`config.mk`:
```
export PLATFORM = sky130hd
export DESIGN_NAME = instr_mem
export DESIGN_NICKNAME = d
export VERILOG_FILES = /design/src/hw/fetch_types_pkg.sv /design/src/hw/instr_mem.sv
export SDC_FILE = /design/constraint.sdc
export NUM_CORES = 2
export LEC_CHECK = 0
export BUFFER_PORTS_ARGS = -buffer_cell sky130_fd_sc_hd__buf_2
export CAP_MARGIN = 15
export CORE_MARGIN = 3
export CORE_UTILIZATION = 55
export CTS_CLUSTER_DIAMETER = 50
export CTS_CLUSTER_SIZE = 25
export DETAILED_ROUTE_END_ITERATION = 8
export HOLD_SLACK_MARGIN = 0.12
export PLACE_DENSITY_LB_ADDON = 0.2
export SYNTH_ARGS = -nofsm -noshare
export SYNTH_HDL_FRONTEND = slang
export SYNTH_SLANG_ARGS = --single-unit
```
`constraint.sdc`:
```
create_clock -name clk_i -period 2.36 [get_ports clk_i]
set_clock_uncertainty 0.2 [all_clocks]
set_input_delay 0.236 -clock clk_i [delete_from_list [all_inputs] [get_ports clk_i]]
set_output_delay 0.236 -clock clk_i [all_outputs]
set_load 0.1 [all_outputs]
```
`src/hw/fetch_types_pkg.sv`:
```
// Fetch data types: widths and vector types for addresses, lines and instructions
`default_nettype none

package fetch_types_pkg;

    // --------------------------------------------------
    // Widths
    // --------------------------------------------------
    localparam int unsigned ADDR_W      = 64;
    localparam int unsigned LINE_W      = 64;
    localparam int unsigned INSTR_W     = 32;

    // Bytes per memory line and per instruction
    localparam int unsigned LINE_BYTES  = LINE_W / 8;
    localparam int unsigned INSTR_BYTES = INSTR_W / 8;

    // Address bits below the line boundary
    localparam int unsigned LINE_OFF_W  = $clog2(LINE_BYTES);

    // --------------------------------------------------
    // Vector types
    // --------------------------------------------------
    // Byte address
    typedef logic [ADDR_W-1:0]  addr_t;
    // One memory line, two instructions wide
    typedef logic [LINE_W-1:0]  line_t;
    // One uncompressed instruction
    typedef logic [INSTR_W-1:0] instr_t;

endpackage

`default_nettype wire

```
`src/hw/instr_mem.sv`:
```
// Instruction memory model with a line array, a preload write port and one-cycle reads
`timescale 1ns/1ps
`default_nettype none

module instr_mem
    import fetch_types_pkg::*;
#(
    parameter int unsigned MEM_LINES = 64
) (
    input  logic                         clk_i,
    input  logic                         rst_ni,
    input  logic                         req_i,
    input  addr_t                        addr_i,
    output logic                         gnt_o,
    output logic                         rvalid_o,
    output line_t                        rdata_o,
    input  logic                         we_i,
    input  logic [$clog2(MEM_LINES)-1:0] waddr_i,
    input  line_t                        wdata_i
);

    localparam int unsigned IDX_W = $clog2(MEM_LINES);

    line_t             mem_q [MEM_LINES];
    logic  [IDX_W-1:0] ridx;
    logic              rvalid_q;
    line_t             rdata_q;

    // Line index wraps modulo the memory size
    assign ridx = addr_i[LINE_OFF_W +: IDX_W];

    // Every request is accepted right away
    assign gnt_o = req_i;

    // --------------------------------------------------
    // Preload port
    // --------------------------------------------------
    always_ff @(posedge clk_i) begin
        if (we_i) begin
            mem_q[waddr_i] <= wdata_i;
        end
    end

    // --------------------------------------------------
    // Read response
    // --------------------------------------------------
    // Reads sample the array before a same-cycle write lands
    always_ff @(posedge clk_i or negedge rst_ni) begin
        if (!rst_ni) begin
            rvalid_q <= 1'b0;
            rdata_q  <= '0;
        end else begin
            rvalid_q <= req_i;
            rdata_q  <= req_i ? mem_q[ridx] : '0;
        end
    end

    assign rvalid_o = rvalid_q;
    assign rdata_o  = rdata_q;

endmodule

`default_nettype wire

```
# Yosys cells after proc, flatten, opt, wreduce, memory -nomap -nowiden
# Memories as Yosys holds them, arrays and structs flattened.
# Index checks and enable logic that the tools add are counted.
# W data, S select, Z words.
[classes] muxes=3
[ops] op="$mux W64" count=1
[ops] op="$mux W1" count=2
[totals] mem_bits_rw=4096 in_bits=138 output_inout_bits=66 regBits=65 memories=1 elab_cells=6
[mem_list] name="mem_q" words=64 width=64 rd=1 rd_ports_with_merged_regs=0 write_ports=1 line_no="instr_mem.sv:24" text="line_t mem_q [MEM_LINES];"

# Depth between registers and ports, before layout
[logic_depth] depth_word=2 ltp_mapped=10 ltp_nobuf=5

# Worst setup path after synthesis
# OpenSTA, ideal clock, no wires.
[synth_path] kind="in2reg" startpoint="input port waddr_i[3]" endpoint="memory mem_q[48][0] (netlist bit) (enable)" slack_ns=-3.491 cell_stages=4 n_path_buf=1 required_ns=1.596 arrival_time_ns=5.087 setup_time_ns=0.564 path_cell_list="clkbuf_1 > nor2b_1 > nand4b_1 > nor3_1"
[synth_rtl] item="start: declaration" line_no="instr_mem.sv:18" text="input logic [$clog2(MEM_LINES)-1:0] waddr_i,"
[synth_rtl] item="end: declaration" line_no="instr_mem.sv:24"
# No word-level cell before the write port.

# Final worst setup path
[layout_path] startpoint="input port we_i" endpoint="memory mem_q[52][35] (netlist bit) (enable)"
[layout_via] elab_chain_len=2
[layout_rtl] item="start: declaration" line_no="instr_mem.sv:17" text="input logic we_i,"
[layout_rtl] item="$mux W1" line_no="instr_mem.sv:39" text="if (we_i) begin"
[layout_rtl] item="$mux W1 (not written as such)" line_no="instr_mem.sv:40" text="mem_q[waddr_i] <= wdata_i;"
# No other way between the ends.

==> impl_metrics.ini <==
[placement]
dp_hpwl_mm = 280
io_buffers = 145
place_worst_setup_slack_ns = -0.503
gp_congestion = 0.840
dpl_cell_area_sq_um = 174000

[clocking]
clkSlewWorstSetupHoldPaths_ns = 0.08
htree_levels = 5
cts_buffer_depth = 4
cts_tree = built
root_buffer = clkbuf_16
clock-sinks = 4161
insertion_delay_ns = 0.98
cts_inserted_buffers = 369

[synthesis]
ys_types = 38
synthesis.nets = 7167
synth_top_area_share_pct = 78.1
yosys_warnings = 0
synthTopCellsByArea = edfxtp_1, mux4_2, mux2i_1, dfrtp_1, o22ai_1
avgSynthCellArea_sq_um = 22.4
syn_inst = 7029
synth_top_cell_by_area = edfxtp_1
synthesis.area_sq_um = 157000
synth.yosys.seq_area_share_pct = 79.2
ys_ff_latch = 4161

[power]
internal_power_uw = 118000
seq_power_share_pct = 52.9
switchingPower_uw = 36800
p_leak_uw = 0.0611
vdd_ir_drop_max_mv = 0.788
total_power_uw = 155000
power_density_nw_per_um2 = 824
switching_share_pct = 23.7
pwr-share-clk_pct = 40.9
p_comb_share_pct = 6.2

[global_route]
track_usage_pct = 31.7
grt_overflow = 0
antenna_found_initial = 23
grt_pass1_vias = 82300
grt_max_degree = 65
grt_pass1_wl_mm = 647

[detailed_routing]
routedWlPerCell_microns = 37.6
drt-vias-per-instance = 6.77
drt_wl_total_mm = 461
dr.pass1.iters = 6
detail_route.iter0.violations = 12900
drc_errors = 0
ant_nets = 0
vias = 83100

[job]
maxCapViolations = 0

[timing]
fin_crit_ns = 2.33
min_period_over_period_pct = 98.9
maxSlewViolCount = 0
max_freq_mhz = 429
tns_ns = 0
finalSetupViolations = 0
rsz0062_at_grt = no
relSlewSlack_pct = 25.3
tightestPinTransition_ns = 1.12
hold_violations = 0
hold_ws_ns = 0.183
layout_setup_ws_ns = 0.0266

[setup_path]
r2r_setup_slack_ns = 0.09
cpMaxStageDelayCell = dlygate4sd3_1
critical_path_required_ns = 2.73
worstSetupStartpointType = input port
crit_top_cell = dlygate4sd3_1
crit_chain = dlygate4sd3_1, buf_2, nor2b_4, nand4b_1, dlygate4sd3_1, buf_4, nor2_4, buf_12
critPathMaxFanout = 20
path_class = input port to flip-flop
crit_arrival_ns = 2.71
cpPeakStageDelay_ns = 0.62
end_kind = flip-flop

[finish]
layout_commonest_cell = edfxtp_1
drive_above_1_share_pct = 32.6
areaGrowthSynthToFinish_pct = 19.4
nets = 8333
final_cell_mix = edfxtp_1, mux4_2, buf_4
postLayoutCellArea_sq_um = 188000

[die]
ioPinCount = 204
die_x_microns = 541
row_count = 195
initial_core_util_pct = 55.5
die-area_sq_um = 293000
core_sq_um = 284000
die_h_microns = 541

[run_status]
status = finished, final reports clean

[hold_path]
hp-class = input port to flip-flop
-- power by group through the flow --
stage                     clock network, uW  logic [uW]  registers [uW]
after floorplan                           0        3970           84500
after global placement                    0        9120           83700
after detailed placement                  0        9290           83700
after CTS                             63900        9540           82100
after global routing                  66900        9990           82100
final                                 63300        9590           82000
-- flip-flops by register name, summed over array words and instances, names as in the netlist --
register	flops
mem_q	4096
rdata_o	64
rvalid_o	1
-- routing by layer --
metal	up-vias	GRT usage, %	share of wire (%)
li1	32300	-	-
met1	44100	45.4	37
met2	5648	49.3	47
met3	940	6.18	12
met4	10	11.6	4.3
met5	-	0	0.016
-- critical path: cells and delay by family --
family                 cells  cell delay, ns
AND/OR/NAND/NOR            3            0.62
buffers and inverters      5            1.79
-- cell usage after synthesis --
cell      number
nand2_1      213
a22oi_1       40
buf_2        166
nand2b_1      11
o31ai_1        1
clkbuf_1     137
o221ai_1      40
or2_2          3
a311oi_1      31
mux4_2       893
buf_6          9
nor2b_1        9
a21oi_1      153
o21a_1        15
a31oi_1       30
dfrtp_1       65
nand3b_1       3
nand4_1        2
o21ai_1        4
nor2_2         1
or3_1          1
a221oi_1      74
and2_1        44
mux2i_1      343
a211oi_1      40
nor2_1        80
edfxtp_1    4096
and2b_1        1
o22a_1        42
buf_1         28
nand4b_1       1
nand3_1       25
nor3_1       114
mux2_2        21
buf_4         68
o22ai_1      169
o21ai_0       55
inv_1          1
-- area by class of cell --
cell class / count / area (sq um)
Inverter: 1 / 11.3
Fill cell: 17800 / 95500
Clock inverter: 300 / 3610
Timing Repair Buffer: 1203 / 14200
Sequential cell: 4161 / 125000
Clock buffer: 390 / 9390
Tap cell: 3743 / 4680
Multi-Input combinational cell: 2459 / 31400
Antenna cell: 12 / 30.0
-- cells by family after synthesis --
family                 Yosys count  synth area share, %
DFF                           4161                 79.2
muxes                         1257                 15.1
AOI/OAI and AO/OA              694                 2.96
and+or+nand+nor                508                 1.45
buffers and inverters          409                 1.31
-- timing repair --
action	in CTS	in global routing
endpoints found under the setup margin	27	67
endpoints found under the hold margin	6482	0
pin swaps	0	2
buffers inserted	0	4
gates resized for setup	32	2
hold buffers	109	0
-- per-stage QoR --
| stage | utilization (%) | std cells |
|---|---|---|
| 5_1_grt | 66.3 | 12300 |
| 4_1_cts | 66.3 | 12300 |
| 3_5_place_dp | 61.3 | 11500 |
| 3_3_place_gp | 61.3 | 11500 |
| 6_report | 66.3 | 12300 |
| 2_1_floorplan | - | 7029 |
-- worst paths after layout --
path / start / to / depth (start not counted)
worst min-delay path: wdata_i[47] / mem_q[22][47]$_DFFE_PP_ / 2
worst max-delay path: we_i / mem_q[52][35]$_DFFE_PP_ / 8
worst max register to register: mem_q[62][63]$_DFFE_PP_ / rdata_o[63]$_DFF_PN0_ / 6
worst min register to register: mem_q[27][21]$_DFFE_PP_ / rdata_o[21]$_DFF_PN0_ / 3
min in group asynchronous: rst_ni / rdata_o[61]$_DFF_PN0_ / 4
max in group asynchronous: rst_ni / rdata_o[7]$_DFF_PN0_ / 4
Power figures use the tool's default switching activity.
