$ cat src/hw/fetch_types_pkg.sv
// Fetch data types: widths and vector types for addresses, lines and instructions
`default_nettype none

package fetch_types_pkg;

    // --------------------------------------------------
    // Widths
    // --------------------------------------------------
    localparam int unsigned ADDR_W      = 64;
    localparam int unsigned LINE_W      = 64;
    localparam int unsigned INSTR_W     = 32;

    // Bytes per memory line and per instruction
    localparam int unsigned LINE_BYTES  = LINE_W / 8;
    localparam int unsigned INSTR_BYTES = INSTR_W / 8;

    // Address bits below the line boundary
    localparam int unsigned LINE_OFF_W  = $clog2(LINE_BYTES);

    // --------------------------------------------------
    // Vector types
    // --------------------------------------------------
    // Byte address
    typedef logic [ADDR_W-1:0]  addr_t;
    // One memory line, two instructions wide
    typedef logic [LINE_W-1:0]  line_t;
    // One uncompressed instruction
    typedef logic [INSTR_W-1:0] instr_t;

endpackage

`default_nettype wire

$ cat src/hw/fetch_ctrl_pkg.sv
// Fetch control definitions: fetch FSM states and flow control constants
`default_nettype none

package fetch_ctrl_pkg;

    // Fetch unit FSM
    typedef enum logic [1:0] {
        IDLE      = 2'd0,
        FETCH     = 2'd1,
        WAIT_ROOM = 2'd2
    } fetch_state_e;

    // Free buffer entries needed before a new request (one slot is in flight)
    localparam int unsigned ROOM_MIN_FREE = 2;

    // PC bit that selects the upper instruction of a line
    localparam int unsigned HALF_BIT = 2;

endpackage

`default_nettype wire

$ cat src/hw/line_buffer.sv
// Line buffer: FIFO of fetched lines and their addresses with flush and room level
`timescale 1ns/1ps
`default_nettype none

module line_buffer
    import fetch_types_pkg::*;
    import fetch_ctrl_pkg::*;
#(
    parameter int unsigned BUF_DEPTH = 4
) (
    input  logic  clk_i,
    input  logic  rst_ni,
    input  logic  flush_i,
    input  logic  wr_i,
    input  line_t wr_line_i,
    input  addr_t wr_addr_i,
    input  logic  pop_i,
    output logic  room_o,
    output logic  valid_o,
    output line_t line_o,
    output addr_t addr_o
);

    localparam int unsigned PTR_W = $clog2(BUF_DEPTH);
    localparam int unsigned CNT_W = PTR_W + 1;

    typedef logic [PTR_W-1:0] ptr_t;
    typedef logic [CNT_W-1:0] cnt_t;

    line_t line_q [BUF_DEPTH];
    addr_t addr_q [BUF_DEPTH];
    ptr_t  wr_ptr_q;
    ptr_t  rd_ptr_q;
    cnt_t  count_q;
    cnt_t  free_cnt;
    logic  drop_q;
    logic  wr_en;
    logic  pop_en;

    // A response in the cycle after a flush belongs to the old path
    assign wr_en  = wr_i && !flush_i && !drop_q;
    assign pop_en = pop_i && !flush_i;

    assign free_cnt = cnt_t'(BUF_DEPTH) - count_q;
    assign room_o   = (free_cnt >= cnt_t'(ROOM_MIN_FREE));
    assign valid_o  = (count_q != '0);
    assign line_o   = line_q[rd_ptr_q];
    assign addr_o   = addr_q[rd_ptr_q];

    // --------------------------------------------------
    // Storage
    // --------------------------------------------------
    always_ff @(posedge clk_i) begin
        if (wr_en) begin
            line_q[wr_ptr_q] <= wr_line_i;
            addr_q[wr_ptr_q] <= wr_addr_i;
        end
    end

    // --------------------------------------------------
    // Pointers and count
    // --------------------------------------------------
    always_ff @(posedge clk_i or negedge rst_ni) begin
        if (!rst_ni) begin
            wr_ptr_q <= '0;
            rd_ptr_q <= '0;
            count_q  <= '0;
            drop_q   <= 1'b0;
        end else begin
            drop_q <= flush_i;
            if (flush_i) begin
                wr_ptr_q <= '0;
                rd_ptr_q <= '0;
                count_q  <= '0;
            end else begin
                // Pointers wrap on their own, the depth is a power of two
                if (wr_en) begin
                    wr_ptr_q <= wr_ptr_q + ptr_t'(1);
                end
                if (pop_en) begin
                    rd_ptr_q <= rd_ptr_q + ptr_t'(1);
                end
                if (wr_en && !pop_en) begin
                    count_q <= count_q + cnt_t'(1);
                end else if (pop_en && !wr_en) begin
                    count_q <= count_q - cnt_t'(1);
                end
            end
        end
    end

    // --------------------------------------------------
    // Assertions
    // --------------------------------------------------
    a_no_write_full : assert property (@(posedge clk_i) disable iff (!rst_ni)
        wr_en |-> count_q != cnt_t'(BUF_DEPTH))
        else $error("line_buffer: write while full");

    a_no_pop_empty : assert property (@(posedge clk_i) disable iff (!rst_ni)
        pop_en |-> valid_o)
        else $error("line_buffer: pop while empty");

endmodule

`default_nettype wire

$ cat config.mk
export PLATFORM = sky130hd
export DESIGN_NAME = line_buffer
export DESIGN_NICKNAME = d
export VERILOG_FILES = /design/src/hw/fetch_types_pkg.sv /design/src/hw/fetch_ctrl_pkg.sv /design/src/hw/line_buffer.sv
export SDC_FILE = /design/constraint.sdc
export NUM_CORES = 1
export LEC_CHECK = 0
export BUFFER_PORTS_ARGS = -buffer_cell sky130_fd_sc_hd__clkbuf_2
export CELL_PAD_IN_SITES_DETAIL_PLACEMENT = 1
export CELL_PAD_IN_SITES_GLOBAL_PLACEMENT = 2
export CORE_AREA = 2 2 219 221
export CTS_CLUSTER_SIZE = 10
export DETAILED_ROUTE_END_ITERATION = 7
export DIE_AREA = 0 0 221 223
export PLACE_DENSITY = 0.86
export SETUP_SLACK_MARGIN = 0.3
export SLEW_MARGIN = 20
export SYNTH_ARGS = -nofsm -noshare
export SYNTH_HDL_FRONTEND = slang
export SYNTH_SLANG_ARGS = --single-unit
$ cat constraint.sdc
create_clock -name clk_i -period 4.5 [get_ports clk_i]
set_input_delay 0.675 -clock clk_i [delete_from_list [all_inputs] [get_ports clk_i]]
set_output_delay 0.675 -clock clk_i [all_outputs]
set_load 0.02 [all_outputs]
Word level (Yosys, flattened, before mapping)
Memories as Yosys holds them, arrays and structs flattened.
Index checks and enable logic that the tools add are counted.
{"block": "word_totals", "reg_bits": 8, "mem_bits_rw": 512, "wordCells": 34, "memories": 2}
{"block": "classes", "addsub": 5, "magnitude_cmp": 1, "muxes": 9, "n_reduce_logical": 13}
{"memory": "addr_q", "words": 4, "width": 64, "rd": 1, "rd_clocked_by_memory_dff": 0, "write_ports": 1, "line": "line_buffer.sv:31", "rtl": "addr_t addr_q [BUF_DEPTH];"}
{"memory": "line_q", "words": 4, "width": 64, "rd": 1, "rd_clocked_by_memory_dff": 0, "write_ports": 1, "line": "line_buffer.sv:30", "rtl": "line_t line_q [BUF_DEPTH];"}
{"operator": "$mux W3", "count": 3}
{"operator": "$mux W2", "count": 4}
{"operator": "$reduce_bool A3 Y1", "count": 2}
{"operator": "$logic_and A1 B1 Y1", "count": 5}
{"operator": "$add A2 B1 Y2 const B", "count": 2}
{"operator": "$logic_not A1 Y1", "count": 4}
{"operator": "$reduce_bool A2 Y1", "count": 2}
{"operator": "$add A3 B1 Y3 const B", "count": 1}
{"operator": "$ge A3 B2 Y1 const B", "count": 1}
{"operator": "$sub A3 B1 Y3 const B", "count": 1}
{"operator": "$sub A3 B3 Y3 const A", "count": 1}
{"operator": "$mux W1", "count": 2}

Depth between registers and ports, before layout
Gate-level depths: netlist of the first run.
{"block": "depth", "depth_word": 8, "ltp_mapped": 8, "ltp_nobuf": 7}

Least setup slack after synthesis of the first run
No wires, ideal clock.
{"block": "synth_timing", "path_type": "input -> register", "start": "input wr_i", "end": "memory addr_q[0][0] (netlist bit) (enable)", "arrival_ns": 4.208, "slack_ns": -0.211, "path_stages": 4, "cell_sequence": "nor2b_1 -> clkbuf_1 -> nor2b_1 -> and2_1"}
{"block": "synth_between", "elab_chain_cells": 4}
{"item": "start: declaration", "line": "line_buffer.sv:14", "rtl": "input logic wr_i,"}
{"item": "$logic_and A1 B1 Y1 (2 in series)", "line": "line_buffer.sv:41", "rtl": "assign wr_en = wr_i && !flush_i && !drop_q;"}
{"item": "$mux W1", "line": "line_buffer.sv:54", "rtl": "if (wr_en) begin"}
{"item": "$mux W1 (implied by the code)", "line": "line_buffer.sv:56", "rtl": "addr_q[wr_ptr_q] <= wr_addr_i;"}
{"item": "end: declaration", "line": "line_buffer.sv:31"}
Every way passes these cells.

Worst setup path in the final report of the first run
{"block": "layout_timing", "start": "register rd_ptr_q[0]", "end": "output addr_o[18]"}
{"block": "layout_between", "elab_chain_cells": 1}
{"item": "start: declaration", "line": "line_buffer.sv:33", "rtl": "ptr_t rd_ptr_q;"}
{"item": "start signal: assignment", "line": "line_buffer.sv:81", "rtl": "rd_ptr_q <= rd_ptr_q + ptr_t'(1);"}
{"item": "$mem_v2 Z4 W64"}
{"item": "end: declaration", "line": "line_buffer.sv:21", "rtl": "output addr_t addr_o"}
Every way passes these cells.

==> run_results.csv, run 1 <==
group,metric,value,unit
critical_path,crit_family,"flip-flops",
routing,wl_per_cell,23.5,um
synth,ys_warn_count,0,
finish,mostFrequentLayoutCell,"edfxtp_1",
clock_network,clkSlewWorstSetupHoldPaths,0.06,ns
clock_network,clockBufferDepth,3,
synth,synth_compound_area_share,0.0263,%
clock_network,cts_tree,"yes",
power,p_sw_share,21.5,%
clock_network,root_buffer,"clkbuf_16",
clock_network,cts.repair.resized,0,
synth,synthCells,724,
sta,tightest_slew,1.24,ns
synth,synth.distinct_cells,21,
critical_path,reg2reg_slack,1.98,ns
finish,nFillCells,4252,
critical_path,max_stage_delay,0.89,ns
power,p_int,8.19,mW
routing,num_vias,8553,
synth,synth_top_family_by_area,"multiplexers",
min_path,hold_class,"in -> reg",
synth,synth_fp_nets,865,
global_routing,grt_pass1_wl,60.0,mm
global_routing,antenna_found_initial,4,
finish,layout_common_cells,"512 x edfxtp_1, 262 x clkbuf_2, 128 x mux4_2",
place,portBuffers,262,
sta,setup_viol,0,
power,power.total,10.4,mW
critical_path,r2r_cells,4,
synth,synth.cell_area,19000,um2
floorplan,core-area,47100,um2
critical_path,critical_path_peak_fanout,32,
sta,fin_skew,0.00973,ns
critical_path,critical_path_buf_inv_count,2,
critical_path,worstSetupStartpointType,"flip-flop",
power,p_switching,2.25,mW
sta,rsz0062_at_grt,"false",
finish,syn_to_final_growth,19.4,%
floorplan,io-pin-count,263,
synth,yosysSeqAreaShare,82.0,%
place,hpwl,23.1,mm
critical_path,path_cells,"buf_4 -> mux4_2 -> clkbuf_2",
sta,maxSlewViolCount,0,
power,p_leak,7.56,nW
critical_path,critPathRequiredTime,3.83,ns
sta,period_share,73.9,%
finish,layout-drive-gt1-share,45.6,%
routing,viasPerCell,5.15,
floorplan,die_w,221,um
power,ir_drop,0.320,mV
synth,syn_avg_cell_area,26.2,um2
routing,firstDrtPassIters,4,
power,power_frac_clock,39.4,%
critical_path,arrival,2.65,ns
synth,synth-simple-area-share,0.566,%
clock_network,cts_setup_buffers,0,
sta,maxSlewHeadroom,17.4,%
clock_network,cts_buffers,58,
clock_network,clk_latency,0.59,ns
synth,synth.area.mux_share,15.4,%
routing,route.detailed.drc,0,
synth,synth-seq-cells,520,
global_routing,grt_pass1_vias,9514,
critical_path,path_class,"reg -> out",
floorplan,initial_utilization,40.3,%
floorplan,dieArea,49300,um2
routing,drt_first_iter_violations,643,
finish,final_nets,1171,
critical_path,crit_path_end_kind,"output pin",
global_routing,overflow,0,
status,status,"complete, no violations",
sta,max_freq,0.301,GHz
power,comb_power_share,8.5,%
clock_network,htree_levels,2,
synth,synth-adder-area-share,0.566,%
sta,period_minus_slack,3.33,ns
routing,ant_nets,0,
sta,hold_viol,0,
critical_path,crit_slowest_cell,"dfrtp_4",
critical_path,worstSetupEndpoint,"addr_o[18]",
power,p_seq_share,52.1,%
global_routing,grt_max_degree,129,
floorplan,rows,80,
critical_path,rr_startpoint,"drop_q$_DFF_PN0_",
sta,fin_setup_tns,0,ns
synth,synth_xor_area_share,0.184,%
clock_network,cts_sinks,520,
power,power_density,460,nW/um2
global_routing,grt_use_total,16.0,%
critical_path,crit_start,"rd_ptr_q[0]$_DFFE_PN0P_",
critical_path,reg2reg_to,"addr_q[1][11]$_DFFE_PP_",
floorplan,die_h,223,um
place,place_congestion,0.704,
routing,finalWirelength,39.0,mm
critical_path,cp.depth,3,
job,maxCapViolations,0,
-- Yosys cell counts (all sizes together) --
| master | count | area share [%] |
|---|---|---|
| ha | 7 | 0.46 |
| inv | 6 | 0.12 |
| mux2i | 1 | 0.053 |
| clkbuf | 4 | 0.079 |
| xnor2 | 3 | 0.14 |
| mux4 | 128 | 15 |
| and2b | 1 | 0.040 |
| dfrtp | 8 | 1.1 |
| o21ai | 1 | 0.026 |
| fa | 1 | 0.11 |
| mux2 | 3 | 0.18 |
| nand2 | 3 | 0.059 |
| nor2 | 11 | 0.22 |
| or4b | 1 | 0.053 |
| and2 | 4 | 0.13 |
| xor2 | 1 | 0.046 |
| buf | 27 | 1.1 |
| edfxtp | 512 | 81 |
| nor2b | 2 | 0.066 |
-- area by class of cell --
class / instances / area [um2] / area share [%]
clock buffer: 74 / 1600 / 7.03
antenna: 1 / 2.50 / 0.0110
clock inverter: 1 / 5.00 / 0.0221
timing repair buffer: 277 / 1530 / 6.73
tap: 615 / 769 / 3.39
inverter: 6 / 22.5 / 0.0992
multi-input combinational: 167 / 3190 / 14.1
sequential: 520 / 15600 / 68.7
-- metal layers --
metal,track usage (%),share of wire (%),wire length [um],vias to the layer above
li1,-,-,-,3702
met1,21.0,41,16000,4516
met2,26.2,50,19700,262
met3,3.77,6.0,2320,69
met4,5.85,2.5,959,4
met5,0,0.069,27,-
-- power groups by stage --
stage	clock network, mW	registers [mW]	logic, mW
after floorplan	0	5.51	0.589
after global placement	0	5.54	0.881
after detailed placement	0	5.54	0.901
after CTS	4.24	5.44	0.905
after global routing	4.40	5.45	0.952
final	4.11	5.44	0.885
-- worst min path at each step --
stage / startpoint / to / slack, ns / cells after the start
after detailed placement: rst_ni / drop_q$_DFF_PN0_ / 0.54 / 1
after global placement: rst_ni / drop_q$_DFF_PN0_ / 0.54 / 1
final: wr_line_i[39] / line_q[0][39]$_DFFE_PP_ / 0.30 / 1
after CTS: wr_line_i[46] / line_q[0][46]$_DFFE_PP_ / 0.26 / 1
after floorplan: rst_ni / count_q[0]$_DFFE_PN0P_ / 0.38 / 0
after global routing: wr_addr_i[10] / addr_q[0][10]$_DFFE_PP_ / 0.27 / 1
-- logic make-up (layout without fill, tap and decap cells) --
kind of cell	after synthesis	count (layout)
buffers and inverters	37	358
multiplexers	132	132
adder cells (fa/ha/maj)	8	8
flip-flops	520	520
AO/OA/AOI/OAI	1	1
AND/OR/NAND/NOR	22	22
other	0	1
XOR/XNOR	4	4
-- stage by stage --
| step | hold WS, ns | setup WS [ns] | cell area (um2) | std cells | util [%] |
|---|---|---|---|---|---|
| 3_5_place_dp | 0.539 | 1.68 | 21100 | 1584 | 44.7 |
| 5_1_grt | 0.271 | 0.977 | 22700 | 1661 | 48.1 |
| 4_1_cts | 0.259 | 1.04 | 22700 | 1660 | 48.1 |
| 6_report | 0.300 | 1.17 | 22700 | 1661 | 48.1 |
| 3_3_place_gp | 0.537 | 1.72 | 21100 | 1584 | 44.7 |
| 2_1_floorplan | 0.379 | 1.22 | 19000 | 724 | - |
-- flip-flops by register name, indices dropped and copies added (netlist names) --
| name | cells |
|---|---|
| drop_q | 1 |
| line_q | 256 |
| addr_q | 256 |
| rd_ptr_q | 2 |
| wr_ptr_q | 2 |
| count_q | 3 |
-- repair_timing --
item,CTS,global route
setup endpoints to repair,0,0
hold buffers,1,0
endpoints found under the hold margin,8,0
-- worst reg2reg max path, cell delays in order, from the launching register on --
cell     delay, ns
dfrtp_1       0.37
nor2b_1       0.35
nor2b_1       0.35
and2_4        0.21
buf_12        0.34
No activity file was read; power rests on OpenSTA's default activity.
==> inputs of run 2 (changes only) <==
CORE_AREA = 2 2 209 211   (was 2 2 219 221)
DIE_AREA = 0 0 211 213   (was 0 0 221 223)
PLACE_DENSITY = 0.89   (was 0.86)
clock period = 3.3 ns   (was 4.5 ns; I/O delays follow)
==> run_results.csv, run 2 (synthesized netlist as in run 1, its figures left out) <==
group,metric,value,unit
status,status,"complete, no violations",
floorplan,rows,76,
sta,max_freq,0.350,GHz
floorplan,die_w,211,um
critical_path,path_cells,"buf_12 -> mux4_2 -> clkbuf_2",
floorplan,dieArea,44900,um2
floorplan,initial_utilization,44.5,%
finish,nFillCells,3713,
sta,period_minus_slack,2.85,ns
sta,fin_skew,0.0121,ns
sta,rsz0062_at_grt,"false",
routing,ant_nets,0,
critical_path,arrival,2.36,ns
power,power_frac_clock,39.0,%
sta,hold_viol,0,
power,p_leak,7.59,nW
routing,drt_first_iter_violations,630,
finish,layout-drive-gt1-share,45.8,%
place,post-place-ws,0.647,ns
critical_path,critical_path_peak_fanout,44,
finish,layout_common_cells,"512 x edfxtp_1, 262 x clkbuf_2, 128 x mux4_2",
finish,reg_top3,"addr_q: 256 flops, line_q: 256 flops, count_q: 3 flops",
clock_network,clk_latency,0.60,ns
sta,fin_setup_tns,0,ns
clock_network,root_buffer,"clkbuf_16",
critical_path,worstSetupEndpoint,"addr_o[55]",
critical_path,crit_slowest_cell,"mux4_2",
critical_path,worstSetupStartpointType,"flip-flop",
routing,firstDrtPassIters,5,
critical_path,crit_path_end_kind,"output pin",
power,comb_power_share,8.7,%
place,hpwl,24.4,mm
finish,mostFrequentLayoutCell,"edfxtp_1",
clock_network,cts_sinks,520,
global_routing,antenna_found_initial,6,
finish,syn_to_final_growth,19.3,%
job,maxCapViolations,0,
critical_path,r2r_cells,4,
power,p_seq_share,52.3,%
clock_network,clockBufferDepth,3,
floorplan,die_h,213,um
critical_path,reg2reg_slack,0.89,ns
clock_network,clkSlewWorstSetupHoldPaths,0.05,ns
finish,layout.cells.non_filler,1598,
floorplan,io-pin-count,263,
routing,num_vias,8570,
min_path,hold_class,"in -> reg",
sta,fin_ws,0.447,ns
clock_network,htree_levels,2,
sta,maxSlewHeadroom,70.0,%
global_routing,grt_pass1_wl,59.2,mm
global_routing,overflow,0,
sta,period_share,86.5,%
finish,regArea,15600,um2
global_routing,grt_max_degree,64,
place,place_congestion,0.733,
routing,route.detailed.drc,0,
critical_path,max_stage_delay,0.60,ns
place,portBuffers,262,
finish,final_nets,1177,
global_routing,grt_pass1_vias,9633,
sta,maxSlewViolCount,0,
critical_path,critPathRequiredTime,2.80,ns
power,p_sw_share,21.7,%
power,ir_drop,0.385,mV
routing,finalWirelength,39.2,mm
critical_path,rr_startpoint,"drop_q$_DFF_PN0_",
critical_path,path_class,"reg -> out",
sta,setup_viol,0,
power,power_density,624,nW/um2
sta,tightest_slew,0.450,ns
routing,viasPerCell,5.36,
global_routing,grt_use_total,17.8,%
power,p_int,11.1,mW
power,p_switching,3.07,mW
finish,multi_input_area,3190,um2
clock_network,cts_buffers,58,
critical_path,crit_start,"rd_ptr_q[0]$_DFFE_PN0P_",
routing,wl_per_cell,24.5,um
critical_path,reg2reg_to,"line_q[0][51]$_DFFE_PP_",
place,dp.cells,1521,
clock_network,cts_tree,"yes",
finish,fin_util,53.1,%
floorplan,core-area,42700,um2
## run 2: per-layer routing
metal,vias up,global-route usage (%),wire (um)
met5,-,0,51
met4,8,5.78,1040
met3,77,5.77,3030
met2,261,29.6,19600
met1,4505,22.4,15500
li1,3719,-,-
## run 2: final cells by class
cell class                 instances  share of cell area [%]
clock inverter                     2                  0.0552
timing repair buffer             283                    7.21
sequential                       520                    68.7
tap                              546                    3.01
inverter                           6                  0.0993
multi-input combinational        167                    14.1
clock buffer                      72                    6.81
antenna                            2                  0.0221
## run 2: worst min-delay path by stage
stage,cells past startpoint,from,slack (ns),endpoint
6_report,1,wr_line_i[1],0.12,line_q[3][1]$_DFFE_PP_
5_1_grt,1,wr_line_i[53],0.09,line_q[2][53]$_DFFE_PP_
4_1_cts,1,wr_addr_i[5],0.08,addr_q[2][5]$_DFFE_PP_
3_5_place_dp,1,rst_ni,0.36,drop_q$_DFF_PN0_
3_3_place_gp,1,rst_ni,0.36,count_q[2]$_DFFE_PN0P_
2_1_floorplan,0,rst_ni,0.20,count_q[0]$_DFFE_PN0P_
## run 2: per-stage QoR
step                      power [mW]  instance area (um2)  hold WS (ns)
after global placement          8.75                21100         0.361
after global routing            14.6                22700        0.0936
final                           14.2                22700         0.121
after CTS                       14.3                22700        0.0800
after floorplan                 8.32                19000         0.199
after detailed placement        8.79                21100         0.364
## run 2: repair_timing
item,4_1_cts,5_1_grt
resized for setup,0,0
hold endpoints to repair,8,0
buffers inserted,0,0
hold buffers,1,0
## run 2: power groups by stage
stage	registers, mW	logic, mW	clock network, mW
2_1_floorplan	7.51	0.804	0
3_3_place_gp	7.53	1.22	0
3_5_place_dp	7.54	1.25	0
4_1_cts	7.40	1.26	5.67
5_1_grt	7.41	1.33	5.87
6_report	7.40	1.23	5.52
## run 2: worst max-delay path: cells and delay by family (launching register included)
kind	cells	cell delay, ns
buffers and inverters	2	0.53
muxes	1	0.60
DFF	1	0.57
