[src/hw/fetch_types_pkg.sv]
// Fetch data types: widths and vector types for addresses, lines and instructions
`default_nettype none

package fetch_types_pkg;

    // --------------------------------------------------
    // Widths
    // --------------------------------------------------
    localparam int unsigned ADDR_W      = 64;
    localparam int unsigned LINE_W      = 64;
    localparam int unsigned INSTR_W     = 32;

    // Bytes per memory line and per instruction
    localparam int unsigned LINE_BYTES  = LINE_W / 8;
    localparam int unsigned INSTR_BYTES = INSTR_W / 8;

    // Address bits below the line boundary
    localparam int unsigned LINE_OFF_W  = $clog2(LINE_BYTES);

    // --------------------------------------------------
    // Vector types
    // --------------------------------------------------
    // Byte address
    typedef logic [ADDR_W-1:0]  addr_t;
    // One memory line, two instructions wide
    typedef logic [LINE_W-1:0]  line_t;
    // One uncompressed instruction
    typedef logic [INSTR_W-1:0] instr_t;

endpackage

`default_nettype wire

[src/hw/fetch_ctrl_pkg.sv]
// Fetch control definitions: fetch FSM states and flow control constants
`default_nettype none

package fetch_ctrl_pkg;

    // Fetch unit FSM
    typedef enum logic [1:0] {
        IDLE      = 2'd0,
        FETCH     = 2'd1,
        WAIT_ROOM = 2'd2
    } fetch_state_e;

    // Free buffer entries needed before a new request (one slot is in flight)
    localparam int unsigned ROOM_MIN_FREE = 2;

    // PC bit that selects the upper instruction of a line
    localparam int unsigned HALF_BIT = 2;

endpackage

`default_nettype wire

[src/hw/instr_realign.sv]
// Instruction realigner: splits buffered lines into 32-bit instructions, one per cycle
`timescale 1ns/1ps
`default_nettype none

module instr_realign
    import fetch_types_pkg::*;
    import fetch_ctrl_pkg::*;
(
    input  logic   clk_i,
    input  logic   rst_ni,
    input  logic   flush_i,
    input  logic   stall_i,
    input  logic   valid_i,
    input  line_t  line_i,
    input  addr_t  addr_i,
    output logic   pop_o,
    output logic   instr_valid_o,
    output instr_t instr_o,
    output addr_t  pc_o
);

    logic   mid_q;
    logic   cur_half;
    logic   issue;
    logic   out_valid_q;
    instr_t instr_q;
    addr_t  pc_q;
    addr_t  line_base;

    assign line_base = {addr_i[ADDR_W-1:LINE_OFF_W], {LINE_OFF_W{1'b0}}};

    // Upper half is next once the lower one went out, or when the
    // line was entered through a PC that points at its upper half
    assign cur_half = mid_q || addr_i[HALF_BIT];

    assign issue = valid_i && !stall_i && !flush_i;

    // Line is done after its upper half
    assign pop_o = issue && cur_half;

    // --------------------------------------------------
    // Half tracking
    // --------------------------------------------------
    always_ff @(posedge clk_i or negedge rst_ni) begin
        if (!rst_ni) begin
            mid_q <= 1'b0;
        end else if (flush_i) begin
            mid_q <= 1'b0;
        end else if (issue) begin
            mid_q <= !cur_half;
        end
    end

    // --------------------------------------------------
    // Output stage
    // --------------------------------------------------
    // Held while stalled, the shown instruction is taken when stall is low
    always_ff @(posedge clk_i or negedge rst_ni) begin
        if (!rst_ni) begin
            out_valid_q <= 1'b0;
        end else if (flush_i) begin
            out_valid_q <= 1'b0;
        end else if (!stall_i) begin
            out_valid_q <= issue;
        end
    end

    always_ff @(posedge clk_i) begin
        if (issue) begin
            instr_q <= cur_half ? line_i[LINE_W-1:INSTR_W] : line_i[INSTR_W-1:0];
            pc_q    <= line_base + (cur_half ? addr_t'(INSTR_BYTES) : '0);
        end
    end

    assign instr_valid_o = out_valid_q && !stall_i && !flush_i;
    assign instr_o       = instr_q;
    assign pc_o          = pc_q;

endmodule

`default_nettype wire

[config.mk]
export PLATFORM = sky130hd
export DESIGN_NAME = instr_realign
export DESIGN_NICKNAME = d
export VERILOG_FILES = /design/src/hw/fetch_types_pkg.sv /design/src/hw/fetch_ctrl_pkg.sv /design/src/hw/instr_realign.sv
export SDC_FILE = /design/constraint.sdc
export NUM_CORES = 1
export LEC_CHECK = 0
export BUFFER_PORTS_ARGS = -buffer_cell sky130_fd_sc_hd__buf_4
export CAP_MARGIN = 20
export CORE_UTILIZATION = 30
export CTS_CLUSTER_SIZE = 20
export DETAILED_ROUTE_END_ITERATION = 6
export GPL_TIMING_DRIVEN = 0
export PLACE_DENSITY = 0.72
export SLEW_MARGIN = 20
export SYNTH_ARGS = -nofsm -noshare
export SYNTH_HDL_FRONTEND = slang
export SYNTH_SLANG_ARGS = --single-unit
[constraint.sdc]
create_clock -name clk_i -period 7.8 [get_ports clk_i]
set_input_delay 0.39 -clock clk_i [delete_from_list [all_inputs] [get_ports clk_i]]
set_output_delay 0.39 -clock clk_i [all_outputs]
set_load 0.01 [all_outputs]
# Word level (Yosys, flattened, before mapping)
# Cells that the tools add are included.
# word_totals
regBits	98
latch_bits	0
ram_bits	0
rom_bits	0
inputBits	133
out_inout_bits	98
wordCells	22
mem_count	0
# op_classes
n_addsub	1
multipliers	0
div_mod_pow	0
magnitude_cmp	0
n_eq_ne	1
shift	0
muxes	6
bitwise	0
reduce_logical	10
# ops
op	count
$add A64 B3 Y64	1
$mux W32	1
$logic_and A1 B1 Y1	5
$mux W1	4
$logic_not A1 Y1	3
$mux W3	1
$ne A2 B2 Y1 const B	1
$reduce_bool A2 Y1	1
$logic_or A1 B1 Y1	1

# Longest topological paths before layout
# Gate-level depths: netlist (run 1).
# logic_depth
word_depth	5
ltp_mapped	4
depth_no_buf	3

# Worst setup path before layout (run 1)
# Ideal clock, no wire load.
# synth_path
path_kind	input to output
from	input port flush_i
to	output port pop_o
arrival_ps	7860
required_ps	7410
path_slack_ps	-450
stages	2
path_buffers	0
cell_sequence	nor3b_1 nor2b_1
# synth_between
elab_chain_len	3
# synth_lines
item	line_no	source
start, declared	instr_realign.sv:11	input logic flush_i,
$logic_not A1 Y1	instr_realign.sv:36	assign issue = valid_i && !stall_i && !flush_i;
$logic_and A1 B1 Y1	instr_realign.sv:36	
$logic_and A1 B1 Y1	instr_realign.sv:39	assign pop_o = issue && cur_half;
end, declared	instr_realign.sv:16	output logic pop_o,
# Every way passes these cells.

# Worst setup path in the final report (run 1)
# layout_path
from	input port flush_i
to	output port pop_o
# layout_between
elab_chain_len	3
# layout_lines
item	line_no	source
$logic_not A1 Y1	instr_realign.sv:36	
$logic_and A1 B1 Y1	instr_realign.sv:36	
via issue	instr_realign.sv:24	logic issue;
$logic_and A1 B1 Y1	instr_realign.sv:39	
# The timed path passes the listed nets, and every way through them passes these cells.

==> results.cfg, run 1 <==
[status]
outcome = complete, no violations

[setup_path]
critPathSlowestCell = nor3b_4
crit_arrival_ns = 1.47
worst_r2r_startpoint = mid_q$_DFFE_PN0P_
startpoint = flush_i
critical_path_class = input port to output port
critical_path.max_stage_delay_ns = 0.44
critical-path-top-cell-by-count = buf_4
timing.critical_path.to_type = output port
crit_path_max_fanout = 12
critical_path.cell_chain = buf_4 -> nor3b_4 -> buf_8 -> nor2b_1 -> buf_4
cp_data_required_time_ns = 7.41
setup.worst_path.start_class = input port

[clock_tree]
cts.sinks = 96
clkTransAtPathRegs_ns = 0.10
postCtsSetupBuffers = 0
clockRootBuffer = clkbuf_8
clkLatencyLatePin_ns = 0.36
h-tree-depth = 3
tritoncts_clock_tree = built
clockBufferDepth = 2
cts-buffers-inserted = 9

[timing]
total_negative_slack_for_setup_checks_ns = 0
setup_ws_ns = 5.94
holdWs_ns = 0.197
final_period_minus_worst_setup_slack_ns = 1.86
grt_setup_unrepaired = no
timing.fmax_ghz = 0.536
setup_viol_count_final = 0
slew_violations = 0
setup_skew_after_layout_ns = 0.0101
finalHoldViolations = 0
post_route_fraction_of_the_period_consumed_by_the_critical_path_pct = 23.9

[grt]
grt_start_max_net_pins = 18
grt.busiest_layer = met2
globalRoute.totalOverflow = 0
groute.layer.met2.usage_pct = 24.7
gr-usage-all-layers_pct = 14.5
global_route_wire_length_before_repair_um = 12200
via_count_of_the_first_global_routing_pass = 2309
grt_use_met3_pct = 4.84
grt_antenna_before_repair = 0
grt_util_met1_pct = 16.1

[layout]
final_core_utilization_pct = 51.0
fin_nets = 522
diodes = 0
fillerInstances = 937
final_design_area_excluding_fillers_um2 = 5530
layout_commonest_cell = buf_4
area_growth_pct = 65.0
layout_common_cells = 229 x buf_4, 94 x edfxtp_1, 30 x mux2_2
layout.cells.non_filler = 534
drive_above_1_share_pct = 72.3

[worst_hold_path]
holdCritPathClass = input port to register
worstHoldStart = addr_i[4]

[routing]
vias_per_std_cell = 4.25
antenna_violating_nets_post_route = 0
totalWireLength_um = 8570
drc = 0
route.detailed.wl_per_inst_um = 16.0
via_count = 2268
initialDrtViolationCount = 121
drt_pre_antenna_iters = 4

[logic_synthesis]
yosysWarningCount = 0
share_of_synthesized_area_occupied_by_flip_flops_and_latches_pct = 85.7
synth.lib_cells_used.distinct = 14
post_synth.cell_area_avg_um2 = 23.3
syn_area_um2 = 3350
yosys-top-cells-area = edfxtp_1 84%, mux2_2 10%, dfrtp_1 1.5%
synth_largest_area_cell = edfxtp_1
synth_largest_type_area_fraction_pct = 84.2
yosys_register_bits = 96
gate_count_after_technology_mapping = 144

[place]
hpwl_reported_at_the_end_of_detailed_placement_um = 6610
dpl_worst_slack_ns = 5.88
place_congestion = 0.716
dpl-instance-area_um2 = 5320
placed_cells = 517
port-buffer-count = 226

[die]
io_pins = 231
rows = 38
core_um2 = 10800
die-width_um = 108
dieArea_um2 = 11600
initial_core_util_pct = 30.9
fp.dieH_um = 108

[power]
ir_worst_vdd_mv = 0.0939
leakage_nw = 2.31
fin_total_pwr_mw = 1.06
power_density_nw_per_um2 = 192

[flow_run]
maxCapViolCount = 0
-- kinds of logic (layout without fill, tap and decap cells) --
family,count (synthesis),count (layout),synth area share (%)
flops,96,96,85.7
mux,33,33,11.0
simple gates,7,7,1.38
buf+inv,6,255,1.61
other cells,1,2,0.112
compound gates,1,1,0.149
-- critical path, delay by kind of cell --
kind,cells,cell delay [ns]
buf+inv,3,0.48
simple gates,2,0.60
-- layer usage --
metal,vias up,part of all wire (%)
met1,1079,37
met4,0,1.6
li1,1049,-
met2,127,52
met3,13,9.5
met5,-,0
-- cell type report --
cell class	count	area (um^2)	area share, %
sequential	96	2870	51.9
clock buffer	9	124	2.24
tap	140	175	3.17
multi-input combinational	43	440	7.96
inverter	1	3.75	0.0679
clock inverter	7	78.8	1.43
timing repair buffer	233	1790	32.3
buffer	5	50.0	0.905
-- cells in the mapped netlist, drive strengths merged --
master,number
edfxtp,94
mux2,32
buf,3
nor2,3
clkbuf,2
dfrtp,2
nor2b,2
nor3b,2
a21oi,1
conb,1
inv,1
mux2i,1
-- flip-flops by register name, summed over array words and instances, names as in the netlist --
signal       cells
instr_o         32
mid_q            1
out_valid_q      1
pc_o            62
-- power by group --
part / switching, mW / leakage [nW] / internal (mW)
sequential: 0.00632 / 0.890 / 0.592
combinational: 0.0466 / 1.32 / 0.0842
clock: 0.182 / 0.0977 / 0.152
-- worst paths after layout --
kind                            slack, ns                      end  cells past startpoint
min in group asynchronous            0.33  out_valid_q$_DFFE_PN0P_                      2
max in group asynchronous            7.38        mid_q$_DFFE_PN0P_                      2
worst min register to register       0.55  out_valid_q$_DFFE_PN0P_                      2
worst min-delay path                 0.20        pc_o[4]$_DFFE_PP_                      1
worst max register to register       6.28    instr_o[16]$_DFFE_PP_                      3
worst max-delay path                 5.94                    pop_o                      5
-- repair_timing --
item	CTS	global route
endpoints found under the setup margin	0	0
hold buffers	1	0
hold endpoints to repair	2	0
resized for setup	0	0
Power figures use the tool's default switching activity.
==> run 2: changes to the inputs <==
==> constraint.sdc (replaced) <==
create_clock -name clk_i -period 1.5 [get_ports clk_i]
set_input_delay 0.075 -clock clk_i [delete_from_list [all_inputs] [get_ports clk_i]]
set_output_delay 0.075 -clock clk_i [all_outputs]
set_load 0.01 [all_outputs]
==> run 2 against run 1 <==
Critical endpoint is now instr_o[10]$_DFFE_PP_. Largest power group unchanged. Final cell count is 20% higher. Via count is 19% higher. Critical path depth is 2 lower. Clock power grew to 4.8 times the previous value. First-iteration DRC count is 1.7% higher. Sequential cell count stayed put. Die area stayed put. Worst setup slack worse by 5.9 ns. Design area is 18% higher. Clock skew is 0.0029 ns higher. Worst hold slack worse by 0.18 ns.
==> results.cfg, run 2 (synthesis results as in run 1) <==
[place]
place_congestion = 0.704
hpwl_reported_at_the_end_of_detailed_placement_um = 6240
port-buffer-count = 226
placed_cells = 517

[timing]
grt_setup_unrepaired = no
final_period_minus_worst_setup_slack_ns = 1.45
setup_skew_after_layout_ns = 0.0131
finalHoldViolations = 0
setup_viol_count_final = 0
timing.fmax_ghz = 0.690
slew_violations = 0
post_route_fraction_of_the_period_consumed_by_the_critical_path_pct = 96.7

[grt]
grt_start_max_net_pins = 18
via_count_of_the_first_global_routing_pass = 2908
gr-usage-all-layers_pct = 17.0
grt_antenna_before_repair = 0
global_route_wire_length_before_repair_um = 14500
globalRoute.totalOverflow = 0

[clock_tree]
cts.sinks = 96
tritoncts_clock_tree = built
cts-buffers-inserted = 9
h-tree-depth = 3
clockBufferDepth = 2
clockRootBuffer = clkbuf_8
clkLatencyLatePin_ns = 0.36
clkTransAtPathRegs_ns = 0.10

[setup_path]
cp_data_required_time_ns = 1.61
critical_path.max_stage_delay_ns = 0.43
crit_arrival_ns = 1.56
critical_path.cell_chain = nor2_4 -> clkbuf_8 -> mux2_2
setup.worst_path.start_class = register
critical_path_buf_inv_count = 1
critPathTopFamily = flip-flops
timing.critical_path.to_type = register
critical_path_class = register to register
crit_path_max_fanout = 10
critPathSlowestCell = dfrtp_1

[die]
fp.dieH_um = 108
io_pins = 231
dieArea_um2 = 11600
die-width_um = 108
initial_core_util_pct = 30.9
rows = 38
core_um2 = 10800

[power]
power_density_nw_per_um2 = 858
ir_worst_vdd_mv = 0.551
fin_total_pwr_mw = 5.62
leakage_nw = 2.73

[status]
outcome = complete, no violations

[routing]
detailroute.wirelength.met2_um = 5380
antenna_violating_nets_post_route = 0
initialDrtViolationCount = 123
drt_pre_antenna_iters = 4
route.layer.met1.wl_um = 3830
vias_per_std_cell = 4.22
dr_wl_met3_um = 767
highest-signal-layer = met4
totalWireLength_um = 10100
drc = 0
route.detailed.wl_per_inst_um = 15.9
via_count = 2696

[layout]
layout.cells.non_filler = 639
diodes = 0
layout_common_cells = 230 x buf_4, 104 x dlygate4sd3_1, 94 x edfxtp_1
area_growth_pct = 95.4
layout_commonest_cell = buf_4
largest_register_ffs = 62
drive_above_1_share_pct = 57.3
fin_nets = 627
fillerInstances = 803

[flow_run]
maxCapViolCount = 0

[worst_hold_path]
holdCritPathClass = input port to register
run 2: changes by cell type in the layout (fill, tap and decap cells not counted), sizes merged:
cell	change
dlygate4sd3	+103
buf	+2
clkinv	-2
clkinvlp	+2
bufinv	-1
clkbuf	+1
run 2: repair_timing:
item	4_1_cts	5_1_grt
buffers inserted	2	0
pin swaps	1	0
endpoints found under the hold margin	85	2
setup endpoints to repair	2	1
gates resized for setup	0	1
hold buffers	102	2
run 2: final cells by class:
class | instances | area, um^2 | share of cell area [%]
Sequential cell | 96 | 2870 | 43.9
Timing Repair Buffer | 338 | 2820 | 43.1
Clock buffer | 10 | 128 | 1.95
Buffer | 5 | 53.8 | 0.821
Multi-Input combinational cell | 43 | 440 | 6.72
Clock inverter | 6 | 52.6 | 0.802
Tap cell | 140 | 175 | 2.67
Inverter | 1 | 3.75 | 0.0573
run 2: path summary, 6_finish.rpt:
path	slack, ns	cells after the start	to	from
hold reg to reg	0.58	2	out_valid_q$_DFFE_PN0P_	out_valid_q$_DFFE_PN0P_
min in group asynchronous	0.59	3	mid_q$_DFFE_PN0P_	rst_ni
hold / removal	0.02	3	out_valid_q$_DFFE_PN0P_	stall_i
setup reg to reg	0.05	3	instr_o[10]$_DFFE_PP_	mid_q$_DFFE_PN0P_
setup / recovery	0.05	3	instr_o[10]$_DFFE_PP_	mid_q$_DFFE_PN0P_
max in group asynchronous	0.27	4	out_valid_q$_DFFE_PN0P_	rst_ni
run 2: worst reg2reg max path, delay by kind of cell, from the launching register on:
family / cells / cell delay (ns)
muxes: 1 / 0.36
DFF: 1 / 0.43
and+or+nand+nor: 1 / 0.20
buffers and inverters: 1 / 0.22
run 2: routing by layer:
metal  track usage [%]  vias up
met4              7.63        0
met5                 0        -
li1                  -     1260
met1              18.7     1277
met2              30.9      148
met3              4.00       11
run 2: metrics by stage:
stage | utilization [%] | hold slack (ns) | setup slack [ns] | instance area (um^2) | TNS, ns
after floorplan | - | -0.221 | -1.43 | 3370 | -136.05
after global placement | 48.3 | -0.141 | -2.47 | 5240 | -231.40
after detailed placement | 49.0 | -0.138 | -0.141 | 5310 | -2.38
after CTS | 60.2 | 0.000704 | 0.0104 | 6530 | 0
after global routing | 60.4 | 0.00340 | 0.000365 | 6550 | 0
final | 60.4 | 0.0173 | 0.0499 | 6550 | 0
run 2: power by group:
part	leakage, nW	internal, mW	total [mW]	switching, mW
Combinational	1.76	0.617	0.922	0.305
Clock	0.0786	0.626	1.59	0.960
Sequential	0.890	3.08	3.11	0.0354
==> run 3: changes to the inputs <==
--- a/config.mk
+++ b/config.mk
@@ -11,7 +11,7 @@
 export CTS_CLUSTER_SIZE = 20
 export DETAILED_ROUTE_END_ITERATION = 6
 export GPL_TIMING_DRIVEN = 0
-export PLACE_DENSITY = 0.72
+export PLACE_DENSITY = 0.69
 export SLEW_MARGIN = 20
 export SYNTH_ARGS = -nofsm -noshare
 export SYNTH_HDL_FRONTEND = slang
==> constraint.sdc (replaced) <==
create_clock -name clk_i -period 1.35 [get_ports clk_i]
set_input_delay 0.0675 -clock clk_i [delete_from_list [all_inputs] [get_ports clk_i]]
set_output_delay 0.0675 -clock clk_i [all_outputs]
set_load 0.01 [all_outputs]
==> run 3 against run 2 <==
The flow now stops in 4_1_cts. Synthesized cell count did not move. Area after synthesis did not move.
==> results.cfg, run 3 <==
[logic_synthesis]
async_flop_share_pct = 2.08
synth_largest_type_area_fraction_pct = 84.2
synth_edf_count = 94
post_synth.cell_area_avg_um2 = 23.3
share_of_synthesized_area_occupied_by_flip_flops_and_latches_pct = 85.7
gate_count_after_technology_mapping = 144
syn_area_um2 = 3350
yosys-top-cells-area = edfxtp_1 84%, mux2_2 10%, dfrtp_1 1.5%
yosys_register_bits = 96
synthMostInstantiatedCell = edfxtp_1
yosysWarningCount = 0
synth_largest_area_cell = edfxtp_1
synth_ff_type = edfxtp_1
synth.lib_cells_used.distinct = 14
synth.top_cells.by_count = 94 x edfxtp_1, 30 x mux2_2, 3 x buf_4

[status]
firstError = [ERROR RSZ-0060] Max buffer count reached.
stop_stage = 4_1_cts
outcome = aborted with a tool error

[place]
dpl-instance-area_um2 = 5320
hpwl_reported_at_the_end_of_detailed_placement_um = 6370
port-buffer-count = 226
placed_cells = 517
place_congestion = 0.726

[clock_tree]
postCtsSetupBuffers = 2
clockBufferDepth = 2
cts.sinks = 96
h-tree-depth = 3
cts_hold_buf = 108
clockRootBuffer = clkbuf_8
cts_repair_resize_count = 5
cts-buffers-inserted = 9

[die]
initial_core_util_pct = 30.9
fp.dieH_um = 108
rows = 38
io_pins = 231
die-width_um = 108
## run 3: stage by stage
step           TNS (ns)  hold slack (ns)  utilization [%]  setup WS, ns
2_1_floorplan   -149.58           -0.228                -         -1.57
3_3_place_gp    -251.62           -0.149             48.3         -2.63
3_5_place_dp     -30.28           -0.146             49.1        -0.602
## run 3: logic make-up after synthesis
logic type | share of synthesized area (%)
DFF | 85.7
muxes | 11.0
and+or+nand+nor | 1.38
buffers and inverters | 1.61
AOI/OAI and AO/OA | 0.149
other | 0.112
==> run 4: changes to the inputs <==
--- a/config.mk
+++ b/config.mk
@@ -7,11 +7,10 @@
 export LEC_CHECK = 0
 export BUFFER_PORTS_ARGS = -buffer_cell sky130_fd_sc_hd__buf_4
 export CAP_MARGIN = 20
-export CORE_UTILIZATION = 30
-export CTS_CLUSTER_SIZE = 20
+export CORE_UTILIZATION = 20
 export DETAILED_ROUTE_END_ITERATION = 6
 export GPL_TIMING_DRIVEN = 0
-export PLACE_DENSITY = 0.69
+export PLACE_DENSITY_LB_ADDON = 0.15
 export SLEW_MARGIN = 20
 export SYNTH_ARGS = -nofsm -noshare
 export SYNTH_HDL_FRONTEND = slang
==> run 4 against run 3 <==
The flow now finishes, with violations (setup timing).
==> results.cfg, run 4 (synthesis results as in run 1) <==
[clock_tree]
tritoncts_clock_tree = built
clockBufferDepth = 2
cts-buffers-inserted = 9
cts.sinks = 96
clkLatencyLatePin_ns = 0.34
clkTransAtPathRegs_ns = 0.07
clockRootBuffer = clkbuf_16
h-tree-depth = 3

[routing]
drt_pre_antenna_iters = 4
totalWireLength_um = 9810
drc = 0
route.detailed.wl_per_inst_um = 14.3
vias_per_std_cell = 3.73
antenna_violating_nets_post_route = 0
via_count = 2556
initialDrtViolationCount = 35

[timing]
total_negative_slack_for_setup_checks_ns = -0.461
timing.fmax_ghz = 0.721
slew_violations = 0
finalHoldViolations = 0
setup_ws_ns = -0.0374
setup_viol_count_final = 23
grt_setup_unrepaired = yes
setup_skew_after_layout_ns = 0.00833
post_route_fraction_of_the_period_consumed_by_the_critical_path_pct = 103
final_period_minus_worst_setup_slack_ns = 1.39

[place]
dpl-instance-area_um2 = 5430
port-buffer-count = 226
placed_cells = 594
dpl_worst_slack_ns = -0.423
hpwl_reported_at_the_end_of_detailed_placement_um = 7280
place_congestion = 0.735

[worst_hold_path]
holdCritPathClass = input port to register

[setup_path]
critical_path_class = register to register
setup.worst_path.start_class = register
cp_data_required_time_ns = 1.44
crit_path_max_fanout = 5
critPathTopFamily = flip-flops
crit_arrival_ns = 1.48
critical_path_buf_inv_count = 2
timing.critical_path.to_type = register
critical_path.max_stage_delay_ns = 0.41
critical_path.cell_chain = nor2_4 -> buf_12 -> clkbuf_16 -> mux2_4
critPathSlowestCell = dfrtp_1

[grt]
grt_start_max_net_pins = 16
gr-usage-all-layers_pct = 11.6
grt_antenna_before_repair = 0
via_count_of_the_first_global_routing_pass = 2879
globalRoute.totalOverflow = 0
global_route_wire_length_before_repair_um = 15200

[layout]
layout_common_cells = 231 x buf_4, 94 x edfxtp_1, 69 x dlygate4sd3_1
fin_nets = 600
diodes = 0
fillerInstances = 1489
largest_register_ffs = 62
area.sequential_um2 = 2870
layout.cells.non_filler = 686
drive_above_1_share_pct = 62.8
layout_commonest_cell = buf_4
multi_input_comb_area_um2 = 561
final_core_utilization_pct = 41.6
area_growth_pct = 100
final_design_area_excluding_fillers_um2 = 6710

[status]
outcome = complete, but fails checks
violations_in_the_final_reports = setup timing

[die]
dieArea_um2 = 17300
initial_core_util_pct = 20.8
fp.dieH_um = 131
die-width_um = 131
io_pins = 231
core_um2 = 16100
rows = 46

[power]
leakage_nw = 2.87
power.share.sequential_pct = 48.0
logic_gate_share_of_total_power_pct = 14.7
power_density_nw_per_um2 = 1070
ir_worst_vdd_mv = 0.601
sw_frac_of_total_pct = 20.1
switching_power_mw = 1.45
internal_power_mw = 5.76
power_frac_clock_pct = 37.3

[flow_run]
maxCapViolCount = 0
## run 4: stage by stage
stage	hold slack [ns]	power (mW)
after floorplan	-0.228	3.76
after global routing	0.00157	7.51
after global placement	-0.149	4.27
final	0.0166	7.21
after detailed placement	-0.147	4.29
after CTS	0.000320	7.33
## run 4: cell type report
cell class | count | share of cell area, %
sequential | 96 | 42.8
timing repair buffer | 311 | 39.0
multi-input combinational | 43 | 8.35
tap | 216 | 4.03
clock buffer | 9 | 3.36
clock inverter | 5 | 1.23
buffer | 5 | 1.14
inverter | 1 | 0.0559
## run 4: final timing paths
kind / end / slack, ns / depth (start not counted) / start
setup / recovery: instr_o[13]$_DFFE_PP_ / -0.04 / 4 / mid_q$_DFFE_PN0P_
min in group asynchronous: mid_q$_DFFE_PN0P_ / 0.06 / 2 / rst_ni
setup reg to reg: instr_o[13]$_DFFE_PP_ / -0.04 / 4 / mid_q$_DFFE_PN0P_
hold / removal: instr_o[31]$_DFFE_PP_ / 0.02 / 2 / line_i[63]
max in group asynchronous: out_valid_q$_DFFE_PN0P_ / 1.20 / 2 / rst_ni
hold reg to reg: out_valid_q$_DFFE_PN0P_ / 0.54 / 2 / out_valid_q$_DFFE_PN0P_
## run 4: metal layers
layer | vias to the layer above | global-route usage [%] | wire length (um)
met3 | 19 | 5.17 | 1090
met5 | - | 0 | 0
met4 | 0 | 6.72 | 294
met1 | 1170 | 12.3 | 3680
li1 | 1210 | - | -
met2 | 157 | 19.1 | 4750
## run 4: power by group through the flow
stage	combinational (mW)	clock (mW)	sequential, mW
floorplan	0.170	0	3.59
global placement	0.736	0	3.53
detailed placement	0.768	0	3.52
CTS	1.06	2.81	3.46
global route	1.13	2.91	3.47
finish	1.06	2.69	3.46
## run 4: timing repair
action / in CTS / in global routing
endpoints found under the hold margin: 69 / 0
hold buffers: 69 / 0
gates cloned: 2 / 0
setup endpoints to repair: 56 / 33
buffers inserted: 7 / 0
pin swaps: 2 / 1
resized for setup: 37 / 6
## run 4: worst reg2reg max path: cells and delay by family, from the launching register on
| family | cells | cell delay [ns] |
|---|---|---|
| flops | 1 | 0.41 |
| mux | 1 | 0.30 |
| buf+inv | 2 | 0.29 |
| simple gates | 1 | 0.13 |
